File: src/common/riscv_pkg.sv
package riscv_pkg;

    // Datapath and register file widths
    localparam int xlen       = 32;
    localparam int reg_addr_w = 5;
    localparam int num_regs   = 32;

    // RV32I major opcodes handled by decode
    typedef enum logic [6:0] {
        op     = 7'b0110011,
        op_imm = 7'b0010011,
        load   = 7'b0000011,
        store  = 7'b0100011,
        branch = 7'b1100011,
        jal    = 7'b1101111,
        jalr   = 7'b1100111,
        lui    = 7'b0110111,
        auipc  = 7'b0010111
    } t_opcode;

    // Branch conditions, 3'b010 and 3'b011 are unused
    typedef enum logic [2:0] {
        beq  = 3'b000,
        bne  = 3'b001,
        blt  = 3'b100,
        bge  = 3'b101,
        bltu = 3'b110,
        bgeu = 3'b111
    } t_funct3;

    typedef logic [6:0] t_funct7;

    // Immediate layout selected by the opcode
    typedef enum logic [2:0] {
        imm_i,
        imm_s,
        imm_b,
        imm_u,
        imm_j,
        imm_none
    } t_imm_fmt;

    typedef struct packed {
        logic     is_branch;
        logic     is_jal;
        logic     is_jalr;
        logic     reg_write;
        t_imm_fmt imm_fmt;
        logic     illegal;
    } dec_ctrl_t;

    // Everything the execute stage needs for one instruction
    typedef struct packed {
        logic [xlen-1:0]       pc;
        logic [xlen-1:0]       imm;
        logic [xlen-1:0]       rs1_data;
        logic [xlen-1:0]       rs2_data;
        logic [reg_addr_w-1:0] rd;
        t_funct3               funct3;
        t_funct7               funct7;
        dec_ctrl_t             ctrl;
    } ex_bundle_t;

    // Redirect request back to fetch
    typedef struct packed {
        logic            redirect;
        logic [xlen-1:0] target;
    } if_ctrl_t;

endpackage

File: src/decode/control_unit.sv
`timescale 1ns/100ps

module control_unit import riscv_pkg::*; (
    input  t_opcode   opcode,
    input  t_funct3   funct3,
    output dec_ctrl_t ctrl
);

    logic funct3_ok;

    // Only six of the eight funct3 codes name a branch condition
    always_comb begin
        case (funct3)
            beq, bne, blt, bge, bltu, bgeu: funct3_ok = 1'b1;
            default:                        funct3_ok = 1'b0;
        endcase
    end

    always_comb begin
        ctrl         = '0;
        ctrl.imm_fmt = imm_none;

        case (opcode)
            op: begin
                ctrl.reg_write = 1'b1;
            end
            op_imm, load: begin
                ctrl.reg_write = 1'b1;
                ctrl.imm_fmt   = imm_i;
            end
            store: begin
                ctrl.imm_fmt = imm_s;
            end
            branch: begin
                ctrl.is_branch = 1'b1;
                ctrl.imm_fmt   = imm_b;
                ctrl.illegal   = !funct3_ok;
            end
            jal: begin
                ctrl.is_jal    = 1'b1;
                ctrl.reg_write = 1'b1;
                ctrl.imm_fmt   = imm_j;
            end
            jalr: begin
                ctrl.is_jalr   = 1'b1;
                ctrl.reg_write = 1'b1;
                ctrl.imm_fmt   = imm_i;
            end
            lui, auipc: begin
                ctrl.reg_write = 1'b1;
                ctrl.imm_fmt   = imm_u;
            end
            default: begin
                ctrl.illegal = 1'b1;
            end
        endcase

        // Illegal instructions must neither write back nor steer fetch
        if (ctrl.illegal) begin
            ctrl.reg_write = 1'b0;
            ctrl.is_branch = 1'b0;
            ctrl.is_jal    = 1'b0;
            ctrl.is_jalr   = 1'b0;
        end
    end

endmodule

File: src/decode/imm_gen.sv
`timescale 1ns/100ps

module imm_gen import riscv_pkg::*; (
    input  logic [xlen-1:0] instruction,
    input  t_imm_fmt        imm_fmt,
    output logic [xlen-1:0] imm
);

    logic sign;

    // Every format takes its sign from bit 31
    assign sign = instruction[31];

    always_comb begin
        case (imm_fmt)
            imm_i: begin
                imm = {{20{sign}}, instruction[31:20]};
            end
            imm_s: begin
                imm = {{20{sign}}, instruction[31:25], instruction[11:7]};
            end
            imm_b: begin
                // Branch offsets are in halfwords, bit 0 is implicit
                imm = {{19{sign}},
                       instruction[31],
                       instruction[7],
                       instruction[30:25],
                       instruction[11:8],
                       1'b0};
            end
            imm_u: begin
                imm = {instruction[31:12], 12'b0};
            end
            imm_j: begin
                imm = {{11{sign}},
                       instruction[31],
                       instruction[19:12],
                       instruction[20],
                       instruction[30:21],
                       1'b0};
            end
            default: begin
                imm = '0;
            end
        endcase
    end

endmodule

File: src/decode/register_file.sv
`timescale 1ns/100ps

module register_file import riscv_pkg::*; (
    input  logic                  clk,
    input  logic                  rst_n,
    input  logic [reg_addr_w-1:0] rs1,
    input  logic [reg_addr_w-1:0] rs2,
    input  logic                  we,
    input  logic [reg_addr_w-1:0] rd,
    input  logic [xlen-1:0]       write_data,
    output logic [xlen-1:0]       read_data1,
    output logic [xlen-1:0]       read_data2
);

    // x0 has no storage
    logic [xlen-1:0] regs [num_regs-1:1];

    always_ff @(posedge clk) begin
        if (!rst_n) begin
            for (int k = 1; k < num_regs; k++) begin
                regs[k] <= '0;
            end
        end else if (we && rd != '0) begin
            regs[rd] <= write_data;
        end
    end

    // Reads see stored state only, no bypass of a same-edge write
    always_comb begin
        if (rs1 == '0) begin
            read_data1 = '0;
        end else begin
            read_data1 = regs[rs1];
        end
    end

    always_comb begin
        if (rs2 == '0) begin
            read_data2 = '0;
        end else begin
            read_data2 = regs[rs2];
        end
    end

    a_x0_reads_zero: assert property (
        @(posedge clk) ((rs1 == '0) |-> (read_data1 == '0)) and
                       ((rs2 == '0) |-> (read_data2 == '0))
    ) else $error("x0 read returned a nonzero value");

endmodule

File: src/decode/bu.sv
`timescale 1ns/100ps

module bu import riscv_pkg::*; (
    input  dec_ctrl_t       ctrl,
    input  t_funct3         funct3,
    input  logic [xlen-1:0] pc,
    input  logic [xlen-1:0] imm,
    input  logic [xlen-1:0] rs1_data,
    input  logic [xlen-1:0] rs2_data,
    output if_ctrl_t        if_ctrl
);

    logic            cond;
    logic            take_branch;
    logic [xlen-1:0] base;
    logic [xlen-1:0] sum;

    always_comb begin
        case (funct3)
            beq:     cond = (rs1_data == rs2_data);
            bne:     cond = (rs1_data != rs2_data);
            blt:     cond = ($signed(rs1_data) <  $signed(rs2_data));
            bge:     cond = ($signed(rs1_data) >= $signed(rs2_data));
            bltu:    cond = (rs1_data <  rs2_data);
            bgeu:    cond = (rs1_data >= rs2_data);
            default: cond = 1'b0;
        endcase
    end

    // Comparison only matters for a real branch
    assign take_branch = ctrl.is_branch & cond;

    // JALR is register relative, everything else PC relative
    assign base = ctrl.is_jalr ? rs1_data : pc;
    assign sum  = base + imm;

    assign if_ctrl.redirect = ctrl.is_jal | ctrl.is_jalr | take_branch;
    assign if_ctrl.target   = ctrl.is_jalr ? {sum[xlen-1:1], 1'b0} : sum;

endmodule

File: src/decode/dec.sv
`timescale 1ns/100ps

module dec import riscv_pkg::*; (
    input  logic                  clk,
    input  logic                  rst_n,
    input  logic                  id_valid,
    input  logic [xlen-1:0]       instruction,
    input  logic [xlen-1:0]       pc,
    input  logic                  wb_we,
    input  logic [reg_addr_w-1:0] wb_rd,
    input  logic [xlen-1:0]       wb_data,
    output logic                  ex_valid,
    output ex_bundle_t            ex_bundle,
    output if_ctrl_t              if_ctrl
);

    logic [reg_addr_w-1:0] rs1;
    logic [reg_addr_w-1:0] rs2;
    logic [reg_addr_w-1:0] rd;
    t_funct3               funct3;
    t_funct7               funct7;
    t_opcode               opcode;

    dec_ctrl_t       ctrl;
    logic [xlen-1:0] imm;
    logic [xlen-1:0] rs1_data;
    logic [xlen-1:0] rs2_data;
    if_ctrl_t        bu_if_ctrl;
    ex_bundle_t      bundle_d;

    logic            redirect_q;
    logic [xlen-1:0] target_q;

    // Instruction fields
    assign rs1    = instruction[19:15];
    assign rs2    = instruction[24:20];
    assign rd     = instruction[11:7];
    assign funct3 = t_funct3'(instruction[14:12]);
    assign funct7 = t_funct7'(instruction[31:25]);
    assign opcode = t_opcode'(instruction[6:0]);

    control_unit ctrl_unit (
        .opcode (opcode),
        .funct3 (funct3),
        .ctrl   (ctrl)
    );

    imm_gen imm_gen_unit (
        .instruction (instruction),
        .imm_fmt     (ctrl.imm_fmt),
        .imm         (imm)
    );

    register_file register_file_unit (
        .clk        (clk),
        .rst_n      (rst_n),
        .rs1        (rs1),
        .rs2        (rs2),
        .we         (wb_we),
        .rd         (wb_rd),
        .write_data (wb_data),
        .read_data1 (rs1_data),
        .read_data2 (rs2_data)
    );

    bu bu_unit (
        .ctrl     (ctrl),
        .funct3   (funct3),
        .pc       (pc),
        .imm      (imm),
        .rs1_data (rs1_data),
        .rs2_data (rs2_data),
        .if_ctrl  (bu_if_ctrl)
    );

    assign bundle_d = '{pc: pc, imm: imm, rs1_data: rs1_data, rs2_data: rs2_data,
                        rd: rd, funct3: funct3, funct7: funct7, ctrl: ctrl};

    // Redirect gated by id_valid so idle cycles never steer fetch
    always_ff @(posedge clk) begin
        if (!rst_n) begin
            ex_valid   <= 1'b0;
            redirect_q <= 1'b0;
        end else begin
            ex_valid   <= id_valid;
            redirect_q <= id_valid & bu_if_ctrl.redirect;
        end
    end

    always_ff @(posedge clk) begin
        if (id_valid) begin
            ex_bundle <= bundle_d;
            target_q  <= bu_if_ctrl.target;
        end
    end

    assign if_ctrl = '{redirect: redirect_q, target: target_q};

    a_redirect_needs_valid: assert property (
        @(posedge clk) disable iff (!rst_n) if_ctrl.redirect |-> ex_valid
    ) else $error("redirect raised without ex_valid");

endmodule

File: src/source/id_stage_top.sv
`timescale 1ns/100ps

module id_stage_top import riscv_pkg::*; (
    input  logic                  clk,
    input  logic                  rst_n,

    // Fetched instruction
    input  logic                  id_valid,
    input  logic [xlen-1:0]       instruction,
    input  logic [xlen-1:0]       pc,

    // Write-back port
    input  logic                  wb_we,
    input  logic [reg_addr_w-1:0] wb_rd,
    input  logic [xlen-1:0]       wb_data,

    // To execute and back to fetch
    output logic                  ex_valid,
    output ex_bundle_t            ex_bundle,
    output if_ctrl_t              if_ctrl
);

    dec dec_unit (
        .clk         (clk),
        .rst_n       (rst_n),
        .id_valid    (id_valid),
        .instruction (instruction),
        .pc          (pc),
        .wb_we       (wb_we),
        .wb_rd       (wb_rd),
        .wb_data     (wb_data),
        .ex_valid    (ex_valid),
        .ex_bundle   (ex_bundle),
        .if_ctrl     (if_ctrl)
    );

endmodule

File: config.mk
export PLATFORM = sky130hd
export DESIGN_NAME = id_stage_top
export DESIGN_NICKNAME = d
export VERILOG_FILES = /design/src/common/riscv_pkg.sv /design/src/decode/control_unit.sv /design/src/decode/imm_gen.sv /design/src/decode/register_file.sv /design/src/decode/bu.sv /design/src/decode/dec.sv /design/src/source/id_stage_top.sv
export SDC_FILE = /design/constraint.sdc
export NUM_CORES = 2
export LEC_CHECK = 0
export ABC_AREA = 1
export ABC_CLOCK_PERIOD_IN_PS = 3700
export BUFFER_PORTS_ARGS = -buffer_cell sky130_fd_sc_hd__clkbuf_2
export CAP_MARGIN = 20
export CORE_UTILIZATION = 35
export CTS_CLUSTER_DIAMETER = 150
export DETAILED_ROUTE_END_ITERATION = 12
export PLACE_DENSITY = 0.51
export SKIP_CTS_REPAIR_TIMING = 1
export SLEW_MARGIN = 20
export SYNTH_ARGS = -nofsm -noshare
export SYNTH_HDL_FRONTEND = slang
export SYNTH_SLANG_ARGS = --single-unit
File: constraint.sdc
create_clock -name clk -period 3.7 [get_ports clk]
set_input_delay 0.555 -clock clk [delete_from_list [all_inputs] [get_ports clk]]
set_output_delay 0.555 -clock clk [all_outputs]
set_load 0.02 [all_outputs]
==> results.json <==
{
  "status": "finished, final reports clean",
  "reg2reg_depth": 21,
  "path_clk_slew_ns": 0.05,
  "cp_max_fo": 24,
  "synth_area_um2": 62900,
  "max_slew_margin": 0.287,
  "max_freq_mhz": 282,
  "dpl.hpwl_um": 191000,
  "max-vdd-ir-drop_mv": 0.487,
  "final.min_clock_period_ns": 3.55,
  "rsz0062_at_grt": "false",
  "grt_use_total": 0.303,
  "wl_um": 282000,
  "tightestPinTransition_ns": 1.06,
  "wire_per_inst_um": 27.9,
  "nets": 7788,
  "fin_util": 0.441,
  "area_growth_pct": 25.2,
  "gp_congestion": 0.958,
  "syn_avg_cell_area_um2": 9.16,
  "antenna_found_initial": 3,
  "drv_slew": 0,
  "first_pass_iters": 6,
  "viasPerCell": 5.82,
  "synth_edf_count": 1207,
  "setup-tns-final_ns": 0,
  "drive_above_1_share": 0.192,
  "cts_buffer_depth": 3,
  "critical_path_class": "in -> reg",
  "synthFlopType": "edfxtp_1",
  "synth-seq-cells": 1209,
  "synth_cell_types": 47,
  "fin_skew_ns": 0.0349,
  "die_w_um": 426,
  "hold_path_class": "in -> reg",
  "hold_viol": 0,
  "portBuffers": 289,
  "powerDensity_nw_per_um2": 457,
  "total_power_mw": 36.0,
  "vias": 58693,
  "p_leak_nw": 30.5,
  "grt_max_degree": 81,
  "cts-root-buf": "clkbuf_16",
  "cts_tree": "yes",
  "crit_arrival_ns": 4.10,
  "num-fill-cells": 17066,
  "htreeDepth": 4,
  "io_pins": 290,
  "grt_pass1_vias": 55208,
  "grt_first_pass_wirelength_um": 395000,
  "setup_viol": 0,
  "netlist_instances": 6860,
  "die_height_um": 426,
  "die_area_um2": 181000,
  "core_area_um2": 178000,
  "overflow": 0,
  "placementRows": 155,
  "min_path_cells": 1,
  "yosys_warnings": 0,
  "seq_area_frac_synth": 0.577,
  "synth-async-reset-ratio": 0,
  "ant_nets": 0,
  "remaining_drc_errors": 0,
  "worstSetupStartpointType": "input port",
  "end_kind": "register",
  "first_iter_violations": 7503,
  "cts.sinks": 1209,
  "cp.required_ns": 4.25,
  "final.period_utilization": 0.959,
  "cts_made_buffers": 142,
  "start_util": 0.352,
  "clkLatencyLatePin_ns": 0.80,
  "multiInputGateArea_um2": 23300,
  "maxCapViolations": 0,
  "ff_latch_area_um2": 36300
}
==> synth_stat cells (63+ instances only) <==
| master | count | area share |
|---|---|---|
| a21oi_1 | 280 | 0.022 |
| buf_2 | 143 | 0.011 |
| clkbuf_1 | 432 | 0.026 |
| edfxtp_1 | 1207 | 0.58 |
| ha_1 | 63 | 0.013 |
| inv_1 | 271 | 0.016 |
| nand2_1 | 582 | 0.035 |
| nand3_1 | 199 | 0.016 |
| nand4_1 | 67 | 0.0067 |
| nor2_1 | 1805 | 0.11 |
| o211ai_1 | 146 | 0.017 |
| o21ai_0 | 1069 | 0.085 |
| o221ai_1 | 157 | 0.022 |
| o22ai_1 | 170 | 0.017 |
==> critical path, cell delays in order <==
cell and delay, ns:
clkbuf_8 0.16, inv_12 0.18, buf_4 0.20, buf_4 0.13, o21ai_0 0.08, o221ai_1 0.18, nand3_1 0.09, nand3_1 0.18
buf_4 0.17, nand2_1 0.17, a31oi_4 0.23, buf_4 0.23, nand2_1 0.08, nand2_1 0.06, ha_1 0.23, a21o_1 0.22
a21oi_2 0.15, o21bai_1 0.08, a21o_1 0.16, a31oi_1 0.18, nand2_2 0.14, nand3_1 0.11, nand2_1 0.05
==> where the power goes <==
group / internal, mW / switching, mW
registers: 15.9 / 0.383
clock network: 8.02 / 5.87
logic: 1.94 / 3.81
total: 25.9 / 10.1
==> per-layer routing <==
| layer | vias to the layer above | global-route usage | share of wire |
|---|---|---|---|
| li1 | 25715 | - | - |
| met1 | 28404 | 0.393 | 0.39 |
| met2 | 3833 | 0.471 | 0.44 |
| met3 | 741 | 0.0594 | 0.10 |
| met4 | 0 | 0.173 | 0.064 |
| met5 | - | 0 | 0 |
==> worst paths after layout <==
check / endpoint / startpoint / slack (ns)
max: dec_unit.target_q[31] / instruction[16] / 0.15
min: dec_unit.ex_bundle[14] / instruction[31] / 0.02
max reg2reg: dec_unit.target_q[29] / dec_unit.register_file_unit.regs[26][19] / 0.20
min reg2reg: dec_unit.ex_bundle[66] / dec_unit.register_file_unit.regs[12][11] / 1.11
==> state kept, by name (all words and copies together), names as in the netlist <==
name                              count
dec_unit.register_file_unit.regs   1024
dec_unit.ex_valid                     1
dec_unit.ex_bundle                  151
dec_unit.target_q                    32
dec_unit.redirect_q                   1
==> cells by family after synthesis <==
family,count (synthesis),synth area share
buf+inv,916,0.0600
simple gates,2676,0.167
xor+xnor,28,0.00390
flops,1209,0.577
compound gates,1966,0.179
fa+ha+maj,64,0.0129
other cells,1,0.0000597
==> layout make-up <==
cell class | count | area share
Antenna cell | 4 | 0.000127
Clock buffer | 181 | 0.0493
Clock inverter | 74 | 0.00778
Inverter | 280 | 0.0140
Multi-Input combinational cell | 4766 | 0.296
Sequential cell | 1209 | 0.461
Tap cell | 2355 | 0.0375
Timing Repair Buffer | 1220 | 0.134
==> cells in the final DEF, fill, tap and decap left out, drive strengths merged <==
cell         instances
nor2              1805
o31ai                1
nand4               67
o211ai             146
a21boi               3
xor2                20
dfxtp                2
o21bai               2
nor4                 1
nor3b                2
o311ai               2
conb                32
inv                280
clkinvlp             7
a41oi                1
a221oi               1
a21o                 4
edfxtp            1207
nand3              199
nand3b               1
a22o                 1
fa                   1
ha                  63
a2bb2oi             16
o21ai             1132
o22ai              170
nand2              582
dlygate4sd3         49
o32ai                1
diode                4
o21a                 4
a31oi               41
buf                886
clkbuf             466
xnor2                8
clkinv              58
o221ai             157
nor3                19
a21oi              284
bufinv               9
==> stage by stage <==
stage	hold WS [ns]	std cells	cell area (µm²)	worst slack (ns)
2_1_floorplan	0.654	6891	63000	0.00299
3_3_place_gp	0.751	9775	73300	-0.963
3_5_place_dp	0.750	9776	73300	-1.00
4_1_cts	-0.107	10031	77800	-0.138
5_1_grt	0.0113	10086	78700	0.000270
6_report	0.0233	10089	78700	0.151
(Power assumes the default switching activity.)
